`src/include/core_version.svh`:
```
//////////////////////////////////////////////////////////////////////
// core version words for readback
//////////////////////////////////////////////////////////////////////
`ifndef CORE_VERSION_SVH
`define CORE_VERSION_SVH

// compat number, major AC and minor 0B
`define CORE_COMPAT 32'hAC000B00

// build hash, a build script can redefine this after the include
`define CORE_GIT_HASH 32'h0123abcd

`endif

```
`src/verilog/core_regs_pkg.sv`:
```
//////////////////////////////////////////////////////////////////////
// core register map
// settings write addresses and readback select codes
//////////////////////////////////////////////////////////////////////
package core_regs_pkg;

  // settings bus write addresses
  localparam logic [10:0] SR_READBACK = 11'd0;
  localparam logic [10:0] SR_MISC     = 11'd4;
  localparam logic [10:0] SR_TEST     = 11'd28;
  localparam logic [10:0] SR_XB_LOCAL = 11'd32;

  // readback select codes
  localparam logic [4:0] RB_MISC     = 5'd1;
  localparam logic [4:0] RB_COMPAT   = 5'd2;
  localparam logic [4:0] RB_GITHASH  = 5'd3;
  localparam logic [4:0] RB_PLL      = 5'd4;
  localparam logic [4:0] RB_XB_LOCAL = 5'd6;
  localparam logic [4:0] RB_TEST     = 5'd24;

  // returned for any code not in the map
  localparam logic [31:0] RB_DEFAULT = 32'hdeadbeef;

  // pps_select 2'b10 picks the internal pps
  localparam logic [31:0] MISC_RESET     = 32'h2;
  localparam logic [7:0]  XB_LOCAL_RESET = 8'd40;

  // one-hot select, at most one bit per write
  typedef struct packed {
    logic readback;
    logic misc;
    logic test;
    logic xb_local;
  } reg_sel_t;

endpackage

```
`src/verilog/core_fields_pkg.sv`:
```
//////////////////////////////////////////////////////////////////////
// core field layouts
// settings bus bundle and the misc control word fields
//////////////////////////////////////////////////////////////////////
package core_fields_pkg;

  localparam int SET_AWIDTH = 11;

  // one settings bus beat
  typedef struct packed {
    logic                  stb;
    logic [SET_AWIDTH-1:0] addr;
    logic [31:0]           data;
  } set_bus_t;

  // misc word, msb first
  typedef struct packed {
    logic [10:0] spare;
    logic [3:0]  rx_bandsel_c;
    logic [3:0]  rx_bandsel_b;
    logic [5:0]  rx_bandsel_a;
    logic [2:0]  tx_bandsel;
    logic        codec_arst;
    logic        mimo;
    logic [1:0]  pps_select;
  } misc_fields_t;

  // stored as a raw word, read back as fields
  typedef union packed {
    logic [31:0]  raw;
    misc_fields_t f;
  } misc_word_u;

endpackage

```
`src/verilog/set_addr_decode.sv`:
```
//////////////////////////////////////////////////////////////////////
// settings address decode
// registers each write and turns its address into a register select
//////////////////////////////////////////////////////////////////////
`timescale 1ns/1ps

module set_addr_decode
  import core_regs_pkg::*, core_fields_pkg::*;
#(
  parameter int AWIDTH = 11
) (
  input  logic        bus_clk,
  input  logic        bus_rst,
  input  set_bus_t    i_set,
  output reg_sel_t    o_sel,
  output logic [31:0] o_data
);

  // bus bundle carries a fixed address width
  if (AWIDTH != SET_AWIDTH) begin : g_awidth_check
    $error("set_addr_decode: AWIDTH must match the settings bus address width");
  end

  logic [AWIDTH-1:0] addr;

  assign addr = i_set.addr[AWIDTH-1:0];

  // select is a one-cycle pulse per matching strobe
  always_ff @(posedge bus_clk) begin
    if (bus_rst) begin
      o_sel <= '0;
    end else begin
      o_sel.readback <= i_set.stb && (addr == SR_READBACK[AWIDTH-1:0]);
      o_sel.misc     <= i_set.stb && (addr == SR_MISC[AWIDTH-1:0]);
      o_sel.test     <= i_set.stb && (addr == SR_TEST[AWIDTH-1:0]);
      o_sel.xb_local <= i_set.stb && (addr == SR_XB_LOCAL[AWIDTH-1:0]);
    end
  end

  // data only moves with a strobe
  always_ff @(posedge bus_clk) begin
    if (i_set.stb) begin
      o_data <= i_set.data;
    end
  end

  //////////////////////////////////////////////////////////////////////
  // checks
  //////////////////////////////////////////////////////////////////////

  // map addresses are distinct, so never two selects at once
  a_sel_onehot: assert property (
    @(posedge bus_clk) disable iff (bus_rst) $onehot0(o_sel)
  );

endmodule

```
`src/verilog/setting_reg.sv`:
```
//////////////////////////////////////////////////////////////////////
// setting register, loads on a decoded select
//////////////////////////////////////////////////////////////////////
`timescale 1ns/1ps

module setting_reg #(
  parameter int               WIDTH    = 32,
  parameter logic [WIDTH-1:0] AT_RESET = '0
) (
  input  logic             bus_clk,
  input  logic             bus_rst,
  input  logic             i_load,
  input  logic [WIDTH-1:0] i_data,
  output logic [WIDTH-1:0] o_value,
  output logic             o_changed
);

  always_ff @(posedge bus_clk) begin
    if (bus_rst) begin
      o_value   <= AT_RESET;
      o_changed <= 1'b0;
    end else begin
      // pulse only when a load actually moves the value
      o_changed <= i_load && (i_data != o_value);
      if (i_load) begin
        o_value <= i_data;
      end
    end
  end

  //////////////////////////////////////////////////////////////////////
  // checks
  //////////////////////////////////////////////////////////////////////

  // no load, no change on the next cycle
  a_hold: assert property (
    @(posedge bus_clk) disable iff (bus_rst)
      !i_load && !bus_rst |=> $stable(o_value)
  );

endmodule

```
`src/verilog/core_readback.sv`:
```
//////////////////////////////////////////////////////////////////////
// core readback
// syncs the pll lock bits and muxes the selected status word
//////////////////////////////////////////////////////////////////////
`timescale 1ns/1ps

`include "core_version.svh"

module core_readback
  import core_regs_pkg::*, core_fields_pkg::*;
(
  input  logic        bus_clk,
  input  logic        bus_rst,
  input  logic [4:0]  i_rb_sel,
  input  misc_word_u  i_misc,
  input  logic [31:0] i_test,
  input  logic [7:0]  i_xb_local,
  input  logic [3:0]  i_tcxo_status,
  input  logic [1:0]  i_lock_signals,
  output logic [31:0] o_rb_data
);

  logic [1:0] lock_meta;
  logic [1:0] lock_sync;

  //////////////////////////////////////////////////////////////////////
  // pll lock synchronizer
  //////////////////////////////////////////////////////////////////////

  // lock bits come from the radio side, two flops
  always_ff @(posedge bus_clk) begin
    if (bus_rst) begin
      lock_meta <= 2'b00;
      lock_sync <= 2'b00;
    end else begin
      lock_meta <= i_lock_signals;
      lock_sync <= lock_meta;
    end
  end

  //////////////////////////////////////////////////////////////////////
  // readback mux
  //////////////////////////////////////////////////////////////////////

  always_comb begin
    case (i_rb_sel)
      RB_MISC:     o_rb_data = {26'd0, i_tcxo_status, i_misc.f.pps_select};
      RB_COMPAT:   o_rb_data = `CORE_COMPAT;
      RB_GITHASH:  o_rb_data = `CORE_GIT_HASH;
      RB_PLL:      o_rb_data = {30'd0, lock_sync};
      RB_XB_LOCAL: o_rb_data = {24'd0, i_xb_local};
      RB_TEST:     o_rb_data = i_test;
      default:     o_rb_data = RB_DEFAULT;
    endcase
  end

  // every register feeding the mux must come out of reset known
  a_rb_known: assert property (
    @(posedge bus_clk) disable iff (bus_rst) !$isunknown(o_rb_data)
  );

endmodule

```
`src/verilog/core_regs_top.sv`:
```
//////////////////////////////////////////////////////////////////////
// core register block top
// settings decode, setting registers, readback and misc outputs
//////////////////////////////////////////////////////////////////////
`timescale 1ns/1ps

module core_regs_top
  import core_regs_pkg::*, core_fields_pkg::*;
#(
  parameter int AWIDTH = 11
) (
  input  logic              bus_clk,
  input  logic              bus_rst,
  input  logic              i_set_stb,
  input  logic [AWIDTH-1:0] i_set_addr,
  input  logic [31:0]       i_set_data,
  input  logic [3:0]        i_tcxo_status,
  input  logic [1:0]        i_lock_signals,
  output logic [31:0]       o_rb_data,
  output logic [1:0]        o_pps_select,
  output logic              o_mimo,
  output logic              o_codec_arst,
  output logic [2:0]        o_tx_bandsel,
  output logic [5:0]        o_rx_bandsel_a,
  output logic [3:0]        o_rx_bandsel_b,
  output logic [3:0]        o_rx_bandsel_c,
  output logic [7:0]        o_xb_local_addr
);

  set_bus_t    set_bus;
  reg_sel_t    sel;
  logic [31:0] set_data_q;
  logic [4:0]  rb_sel;
  misc_word_u  misc;
  logic [31:0] test_word;

  assign set_bus.stb  = i_set_stb;
  assign set_bus.addr = i_set_addr;
  assign set_bus.data = i_set_data;

  set_addr_decode #(.AWIDTH(AWIDTH)) u_decode (
    .bus_clk (bus_clk),
    .bus_rst (bus_rst),
    .i_set   (set_bus),
    .o_sel   (sel),
    .o_data  (set_data_q)
  );

  //////////////////////////////////////////////////////////////////////
  // setting registers
  //////////////////////////////////////////////////////////////////////

  setting_reg #(.WIDTH(5), .AT_RESET(5'd0)) u_sr_readback (
    .bus_clk (bus_clk), .bus_rst (bus_rst),
    .i_load  (sel.readback), .i_data (set_data_q[4:0]),
    .o_value (rb_sel), .o_changed ()
  );

  setting_reg #(.WIDTH(32), .AT_RESET(MISC_RESET)) u_sr_misc (
    .bus_clk (bus_clk), .bus_rst (bus_rst),
    .i_load  (sel.misc), .i_data (set_data_q),
    .o_value (misc.raw), .o_changed ()
  );

  setting_reg #(.WIDTH(32), .AT_RESET(32'h0)) u_sr_test (
    .bus_clk (bus_clk), .bus_rst (bus_rst),
    .i_load  (sel.test), .i_data (set_data_q),
    .o_value (test_word), .o_changed ()
  );

  // crossbar local address, kept for the crossbar outside this block
  setting_reg #(.WIDTH(8), .AT_RESET(XB_LOCAL_RESET)) u_sr_xb_local (
    .bus_clk (bus_clk), .bus_rst (bus_rst),
    .i_load  (sel.xb_local), .i_data (set_data_q[7:0]),
    .o_value (o_xb_local_addr), .o_changed ()
  );

  // misc fields straight to the pins
  assign o_pps_select   = misc.f.pps_select;
  assign o_mimo         = misc.f.mimo;
  assign o_codec_arst   = misc.f.codec_arst;
  assign o_tx_bandsel   = misc.f.tx_bandsel;
  assign o_rx_bandsel_a = misc.f.rx_bandsel_a;
  assign o_rx_bandsel_b = misc.f.rx_bandsel_b;
  assign o_rx_bandsel_c = misc.f.rx_bandsel_c;

  core_readback u_readback (
    .bus_clk        (bus_clk),
    .bus_rst        (bus_rst),
    .i_rb_sel       (rb_sel),
    .i_misc         (misc),
    .i_test         (test_word),
    .i_xb_local     (o_xb_local_addr),
    .i_tcxo_status  (i_tcxo_status),
    .i_lock_signals (i_lock_signals),
    .o_rb_data      (o_rb_data)
  );

endmodule

```
`config.mk`:
```
export PLATFORM = sky130hd
export DESIGN_NAME = core_regs_top
export DESIGN_NICKNAME = d
export VERILOG_FILES = /design/src/verilog/core_regs_pkg.sv /design/src/verilog/core_fields_pkg.sv /design/src/verilog/set_addr_decode.sv /design/src/verilog/setting_reg.sv /design/src/verilog/core_readback.sv /design/src/verilog/core_regs_top.sv
export VERILOG_INCLUDE_DIRS = /design/src /design/src/include
export SDC_FILE = /design/constraint.sdc
export NUM_CORES = 1
export LEC_CHECK = 0
export ABC_AREA = 1
export BUFFER_PORTS_ARGS = -buffer_cell sky130_fd_sc_hd__buf_4
export CAP_MARGIN = 20
export CORE_MARGIN = 2
export CORE_UTILIZATION = 45
export DETAILED_ROUTE_END_ITERATION = 6
export GPL_ROUTABILITY_DRIVEN = 0
export PLACE_DENSITY = 0.73
export SETUP_SLACK_MARGIN = 0.15
export SKIP_LAST_GASP = 1
export SLEW_MARGIN = 30
export SYNTH_ARGS = -nofsm -noshare
export SYNTH_HDL_FRONTEND = slang
export SYNTH_SLANG_ARGS = --single-unit
export TNS_END_PERCENT = 50
```
`constraint.sdc`:
```
create_clock -name bus_clk -period 1.2 [get_ports bus_clk]
set_input_delay 0.18 -clock bus_clk [delete_from_list [all_inputs] [get_ports bus_clk]]
set_output_delay 0.18 -clock bus_clk [all_outputs]
set_load 0.02 [all_outputs]
```
# Word-level counts from Yosys, hierarchy flattened
# Cells that the tools add are included.
# W data, S select, Z words.
dict set report word_totals {
  inputBits 52
  register_bits 106
  output_inout_bits 61
}
dict set report classes {
  reduce_logical 5
  n_mux 1
  n_eq_ne 9
}
# operator n
set ops {}
lappend ops {{$pmux W32 S6} 1}
lappend ops {{$eq A11 B3 Y1 const B} 1}
lappend ops {{$eq A11 B5 Y1 const B} 1}
lappend ops {{$eq A11 B6 Y1 const B} 1}
lappend ops {{$logic_not A11 Y1} 1}
lappend ops {{$eq A5 B2 Y1 const B} 2}
lappend ops {{$eq A5 B3 Y1 const B} 2}
lappend ops {{$eq A5 B1 Y1 const B} 1}
lappend ops {{$eq A5 B5 Y1 const B} 1}
lappend ops {{$logic_and A1 B1 Y1} 4}

# Depth between registers and ports, before layout
# Gate-level depths: netlist of the first run.
dict set report logic_depth {
  word_depth 2
  depth_mapped 8
}

# Cells and area by module
# From an unflattened synthesis of the first run, not the netlist that was laid out.
dict set report unflattened {
  hier_cells 917
  hier_area_um2 6123.4
}
# module area_per_inst_um2 cells_each instances seq_area_each_um2
set by_module_without_submodules {}
lappend by_module_without_submodules {{setting_reg (u_sr_misc)} 1736.7 293 1 660.6}
lappend by_module_without_submodules {{setting_reg (u_sr_test)} 1734.2 293 1 660.6}
lappend by_module_without_submodules {set_addr_decode 1176.1 69 1 1041.0}
lappend by_module_without_submodules {core_readback 713.2 139 1 80.1}
lappend by_module_without_submodules {{setting_reg (u_sr_xb_local)} 461.7 76 1 180.2}
lappend by_module_without_submodules {{setting_reg (u_sr_readback)} 301.5 47 1 120.1}

# Worst setup path before layout of the first run
# Ideal clock, no wire load.
dict set report synth_timing {
  kind {register to output}
  from {reg u_sr_readback.o_value[4]}
  to {out o_rb_data[0]}
  path_slack_ns -0.184
  required_time_ns 1.020
  arrival_time_ns 1.204
  n_path_buf 1
  stages_incl_launch_ff 8
  cell_sequence {dfxtp_1 > nor2_2 > nand2_1 > nor2_1 > nor2_2 > nand2_4 > buf_6 > nand3_1}
}
dict set report synth_between {
  elab_chain_cells 2
  word_cells_on_any_way 7
}
# element line_no
set synth_rtl {}
lappend synth_rtl {{start: declaration} setting_reg.sv:14} ;# output logic [WIDTH-1:0] o_value,
lappend synth_rtl {{start signal: assignment} setting_reg.sv:26} ;# o_value <= i_data;
lappend synth_rtl {{$eq A5 B5 Y1 (tied with other cells)} core_readback.sv:46} ;# case (i_rb_sel)
lappend synth_rtl {{$pmux W32 S6 *} core_readback.sv:46}
lappend synth_rtl {{end: declaration} core_regs_top.sv:19} ;# output logic [31:0] o_rb_data,
# Every way passes the cells marked *; elsewhere a longest branch is shown, timed or not.

# Worst setup path after layout of the first run
dict set report layout_timing {
  from {reg u_sr_readback.o_value[4]}
  to {out o_rb_data[21]}
}
# Same word-level chain as after synthesis.

==> results of run 1 <==
cells in the final DEF, fill, tap and decap left out, types with 3 or more instances in the layout:
master           n
a21oi_1         13
buf_12           6
buf_4          116
buf_6           30
clkbuf_8         9
clkinvlp_4       4
dfxtp_1         67
dfxtp_2          4
dfxtp_4          3
dlygate4sd3_1   33
edfxtp_1        32
inv_1           21
inv_2            4
nand2_1         50
nand2_2          7
nand2_4         14
nand3_1          8
nand3_2          7
nand3_4          5
nand4_1          4
nor2_1         128
nor2_2           6
nor2_4           8
o21ai_0         65
repair_timing:
action,4_1_cts,5_1_grt
resized for setup,13,36
endpoints found under the setup margin,69,75
cloned,2,2
buffers inserted,5,3
pin swaps,0,5
hold endpoints to repair,33,0
hold buffers,33,0
cell families (layout without fill, tap and decap cells):
kind of cell           Yosys count  in the layout  synth area share (%)
AOI/OAI and AO/OA               79             79                 9.824
buffers and inverters           51            232                 5.252
and+or+nand+nor                241            241                 24.62
DFF                            106            106                 60.30
cell type report:
class	instances	area, um2
sequential	106	2459
fill	656	2485
timing repair buffer	186	1684
tap	108	135.1
clock inverter	5	62.56
multi-input combinational	320	1640
clock buffer	11	131.4
inverter	28	111.4
timing repair inverter	2	12.51
power groups by stage:
stage / clock, mW / sequential, mW / combinational [mW]
after CTS: 2.21 / 3.84 / 0.321
after detailed placement: 0 / 3.92 / 0.235
after global placement: 0 / 3.92 / 0.227
final: 2.18 / 3.84 / 0.329
after global routing: 2.35 / 3.85 / 0.351
after floorplan: 0 / 3.90 / 0.0504
worst min-delay path by stage:
stage / to / slack, ns
2_1_floorplan: u_readback.lock_meta[0] / 0.25
3_3_place_gp: u_decode.o_data[15] / 0.36
3_5_place_dp: u_decode.o_data[16] / 0.36
4_1_cts: u_readback.lock_sync[1] / 0.005
5_1_grt: u_readback.lock_sync[0] / 0.02
6_report: u_readback.lock_sync[1] / 0.02
metal layers:
| metal | up-vias | GRT usage [%] | share of wire (%) |
|---|---|---|---|
| li1 | 1902 | - | - |
| met1 | 1859 | 28.94 | 40 |
| met2 | 124 | 41.89 | 53 |
| met3 | 24 | 3.546 | 4.3 |
| met4 | 0 | 10.64 | 2.5 |
| met5 | - | 0 | 0 |
worst max-delay path: stages, from the launching register on:
cell     delay (ns)
dfxtp_4        0.38
nor2_4         0.19
nand2_4        0.09
nor2_4         0.10
nor2_2         0.05
nand2_4        0.14
buf_12         0.17
nand2_2        0.07
buf_6          0.13
per-stage QoR:
step | setup TNS, ns | utilization [%] | total power, mW | hold slack (ns) | cells
floorplan | -1.363 | - | 3.955 | 0.2512 | 477
global placement | -5.682 | 62.14 | 4.148 | 0.3592 | 705
detailed placement | -7.131 | 62.14 | 4.159 | 0.3595 | 705
CTS | -20.68 | 69.25 | 6.371 | 0.004832 | 761
global route | -22.71 | 71.51 | 6.548 | 0.01800 | 766
finish | -20.32 | 71.51 | 6.347 | 0.01625 | 766
sequential cells by signal, indices dropped and copies added (netlist names):
signal,count
u_decode.o_data,32
u_decode.o_sel,4
u_readback.lock_meta,2
u_readback.lock_sync,2
u_sr_misc.o_value,21
u_sr_readback.o_value,5
u_sr_test.o_value,32
u_sr_xb_local.o_value,8
==> impl_metrics.py, run 1 <==
metrics = {
    "yosys": {
        "synth_edf_count": 32,
        "synth_area_leaders": "dfxtp_1 37%, edfxtp_1 24%, nor2_1 12%",
        "synth_ff_type": "dfxtp_1",
        "yosysSeqAreaShare_pct": 60.30,
        "synth_top_area_cell": "dfxtp_1",
        "syn_avg_cell_area_um2": 8.491,
        "synth_nets": 529,
        "ys_seq_elements": 106,
        "synth_top_area_share_pct": 36.58,
        "async_flop_share_pct": 0,
        "ys_warn_count": 0,
        "synth.distinct_cells": 23,
        "synth_area_um2": 4050,
        "yosys-top-cells-count": "134 x nor2_1, 74 x dfxtp_1, 69 x nand2_1, 65 x o21ai_0, 32 x edfxtp_1",
        "syn_inst": 477,
        "yosysMostFrequentCell": "nor2_1",
    },
    "global_routing": {
        "grt_pass1_wl_mm": 18.53,
        "antenna_found_initial": 0,
        "grt.overflow.total": 0,
        "grt_max_degree": 66,
        "gr-usage-all-layers_pct": 23.86,
        "grt_pass1_vias": 3877,
    },
    "hold_path": {
        "hp-class": "in -> reg",
        "holdPathStages": 2,
        "hold_start": "bus_rst",
    },
    "drt": {
        "vias": 3909,
        "wl_per_cell_um": 15.62,
        "firstDrtPassIters": 5,
        "drt_iter0_markers": 247,
        "drtAntennaViolNets": 0,
        "vias_per_cell": 5.103,
        "drc": 0,
        "wirelength_mm": 11.96,
    },
    "pwr": {
        "switching_power_mw": 1.384,
        "p_int_mw": 4.962,
        "p_leak_nw": 2.696,
        "swShare_pct": 21.81,
        "p_seq_share_pct": 60.5,
        "combPwrFrac_pct": 5.2,
        "power.share.clock_pct": 34.3,
        "power_density_nw_per_um2": 1018,
        "vdd_drop_max_mv": 0.8066,
    },
    "outcome": {
        "status": "finished with violations",
        "violations": "negative setup slack",
    },
    "setup_path": {
        "reg2regPathDepth": 3,
        "required_ns": 1.02,
        "r2r_slack_ns": 0.03,
        "path_class": "reg -> out",
        "r2r_end": "u_sr_misc.o_value[19]",
        "cp-end-kind": "primary output",
        "crit_path_end": "o_rb_data[21]",
        "crit_arrival_ns": 1.70,
        "timing.rr.start": "u_decode.o_sel[2]",
        "startpoint_type": "register",
        "worstPathMaxFanout": 8,
        "crit_path_start": "u_sr_readback.o_value[4]",
    },
    "cts": {
        "cts-root-buf": "clkbuf_8",
        "cts_buffers": 9,
        "cts_buffer_depth": 2,
        "clk_latency_ns": 0.37,
        "cts_tree": "done",
        "clk_pin_slew_ns": 0.10,
        "cts_sinks": 106,
        "htreeDepth": 3,
    },
    "floorplan": {
        "die_area_um2": 9775,
        "core_area_um2": 8721,
        "start_util_pct": 46.44,
        "fp.dieW_um": 98.87,
        "die_y_um": 98.87,
        "pin_count": 113,
        "rows": 34,
    },
    "timing": {
        "relSlewSlack_pct": 75.21,
        "rsz0062_at_grt": "yes",
        "min_period_ns": 1.882,
        "skew_ns": 0.01032,
        "finalMaxSlewViolations": 0,
        "hold_viol": 0,
        "worst_pin_slew_ns": 0.3691,
        "finalCritPeriodShare_pct": 156.8,
        "fmax_mhz": 531.5,
        "timing.final.ws_setup_ns": -0.6816,
        "setup_viol": 32,
    },
    "placed_design": {
        "dp_hpwl_mm": 7.487,
        "post_dp_cell_area_um2": 5419,
        "io_buffers": 112,
        "pre_cts_slack_ns": -0.2777,
    },
    "flow_run": {
        "drv_cap": 0,
    },
    "layout": {
        "nets": 705,
        "diodes": 0,
        "drive_above_1_share_pct": 34.95,
        "fin_area_um2": 6236,
        "syn_to_final_growth_pct": 53.97,
    },
}
Note: power is estimated with default switching activity, not from simulation.
==> run 2, diff against run 1 <==
Settings changed: CORE_UTILIZATION 45 to 47, PLACE_DENSITY 0.73 to 0.76.
==> impl_metrics.py, run 2 (same netlist as run 1, synthesis figures left out) <==
metrics = {
    "outcome": {
        "status": "finished with violations",
        "violations": "negative setup slack",
    },
    "layout": {
        "fillerInstances": 559,
        "drive_above_1_share_pct": 35.94,
        "diodes": 0,
        "nets": 712,
        "reg.largest.list": "u_decode.o_data: 32 flops, u_sr_test.o_value: 32 flops, u_sr_misc.o_value: 21 flops",
        "regArea_um2": 2461,
        "layout_commonest_cell": "nor2_1",
        "fin_area_um2": 6361,
        "instances_no_fill": 770,
        "layout_common_cells": "128 x nor2_1, 111 x buf_4, 65 x dfxtp_1",
        "postLayoutCoreUtil_pct": 76.65,
        "syn_to_final_growth_pct": 57.06,
        "multi_input_area_um2": 1677,
    },
    "placed_design": {
        "post_dp_cell_area_um2": 5438,
        "pre_cts_slack_ns": -0.3301,
        "dp.cells": 705,
        "io_buffers": 112,
        "dp_hpwl_mm": 7.408,
    },
    "global_routing": {
        "grt.overflow.total": 0,
        "use_met2_pct": 43.70,
        "grt_max_degree": 66,
        "globalRouteMet1Util_pct": 29.09,
        "gr-usage-all-layers_pct": 24.76,
        "grt_pass1_wl_mm": 18.71,
        "grt.busiest_layer": "met2",
        "grtUsageMet3_pct": 6.142,
        "grt_pass1_vias": 3927,
        "antenna_found_initial": 0,
    },
    "setup_path": {
        "r2r_slack_ns": 0.12,
        "required_ns": 1.02,
        "reg2regPathDepth": 4,
        "crit_arrival_ns": 1.76,
        "cp-end-kind": "primary output",
        "startpoint_type": "register",
        "worstPathMaxFanout": 6,
        "path_class": "reg -> out",
    },
    "floorplan": {
        "fp.dieW_um": 96.83,
        "core_area_um2": 8299,
        "rows": 33,
        "die_y_um": 96.83,
        "pin_count": 113,
        "start_util_pct": 48.80,
        "die_area_um2": 9376,
    },
    "cts": {
        "clk_pin_slew_ns": 0.11,
        "cts_tree": "done",
        "cts_buffers": 9,
        "cts_buffer_depth": 2,
        "cts-root-buf": "clkbuf_8",
        "clk_latency_ns": 0.38,
        "cts_sinks": 106,
        "htreeDepth": 3,
    },
    "pwr": {
        "power.share.clock_pct": 35.2,
        "p_seq_share_pct": 59.5,
        "p_int_mw": 4.981,
        "p_leak_nw": 2.757,
        "vdd_drop_max_mv": 1.437,
        "combPwrFrac_pct": 5.3,
        "swShare_pct": 22.76,
        "switching_power_mw": 1.468,
        "power_density_nw_per_um2": 1014,
        "p_total_mw": 6.449,
    },
    "timing": {
        "finalCritPeriodShare_pct": 161.7,
        "skew_ns": 0.009755,
        "finalMaxSlewViolations": 0,
        "hold_viol": 0,
        "min_period_ns": 1.941,
        "worst_pin_slew_ns": 0.4011,
        "setup_viol": 32,
        "rsz0062_at_grt": "yes",
        "fmax_mhz": 515.3,
        "setup_tns_ns": -21.37,
        "relSlewSlack_pct": 73.05,
        "timing.final.ws_setup_ns": -0.7405,
        "hold_slack_ns": 0.03527,
    },
    "drt": {
        "drtAntennaViolNets": 0,
        "vias_per_cell": 5.147,
        "firstDrtPassIters": 5,
        "vias": 3963,
        "drc": 0,
        "wirelength_mm": 11.92,
        "wl_per_cell_um": 15.48,
        "drt_iter0_markers": 213,
    },
    "flow_run": {
        "drv_cap": 0,
    },
    "hold_path": {
        "hp-class": "in -> reg",
        "holdPathStages": 3,
    },
}
[run 2: changes by cell type in the layout (fill, tap and decap cells not counted), moves of 2 or more]
cell / previous run / this run
buf_6: 30 / 39
buf_4: 116 / 111
dlygate4sd3_1: 33 / 37
nand2_1: 50 / 47
nand2_2: 7 / 10
clkbuf_1: 2 / 0
clkinvlp_4: 4 / 2
dfxtp_1: 67 / 65
dfxtp_2: 4 / 6
inv_2: 4 / 2
inv_4: 1 / 3
nor2_2: 6 / 4
nor2_4: 8 / 10
[run 2: what timing repair did]
action,in CTS,in global routing
buffers inserted,4,4
resized for setup,14,56
pin swaps,2,7
hold endpoints to repair,35,3
endpoints found under the setup margin,67,93
hold buffers,35,2
gates cloned,2,2
[run 2: power by group through the flow]
stage / clock network (mW) / logic (mW) / registers, mW
finish: 2.27 / 0.339 / 3.84
floorplan: 0 / 0.0504 / 3.90
detailed placement: 0 / 0.232 / 3.93
CTS: 2.28 / 0.324 / 3.84
global placement: 0 / 0.227 / 3.92
global route: 2.44 / 0.359 / 3.85
[run 2: layer usage]
layer  share of wire (%)  routed length (um)
met5                   0                   0
met4                 2.5                 301
met3                 4.9                 585
met2                  52                6167
met1                  41                4867
[run 2: worst paths after layout]
check / start / to
worst max-delay path: u_sr_readback.o_value[2] / o_rb_data[10]
worst min-delay path: bus_rst / u_sr_xb_local.o_value[5]
worst max register to register: u_decode.o_sel[1] / u_sr_test.o_value[14]
worst min register to register: u_readback.lock_meta[1] / u_readback.lock_sync[1]
[run 2: layout make-up]
class / count / area share [%]
timing repair inverter: 1 / 0.1180
clock inverter: 7 / 1.200
multi-input combinational: 321 / 26.36
tap: 105 / 2.065
sequential: 106 / 38.69
timing repair buffer: 193 / 27.79
clock buffer: 9 / 1.947
inverter: 28 / 1.829
[run 2: worst max-delay path, stage by stage (launching register included)]
cell and delay (ns):
dfxtp_4 0.38, buf_6 0.13, nand3_2 0.08, nand2_2 0.08, nor2_4 0.21, nand2_8 0.13, clkbuf_16 0.19, nand2_4 0.06
buf_6 0.12
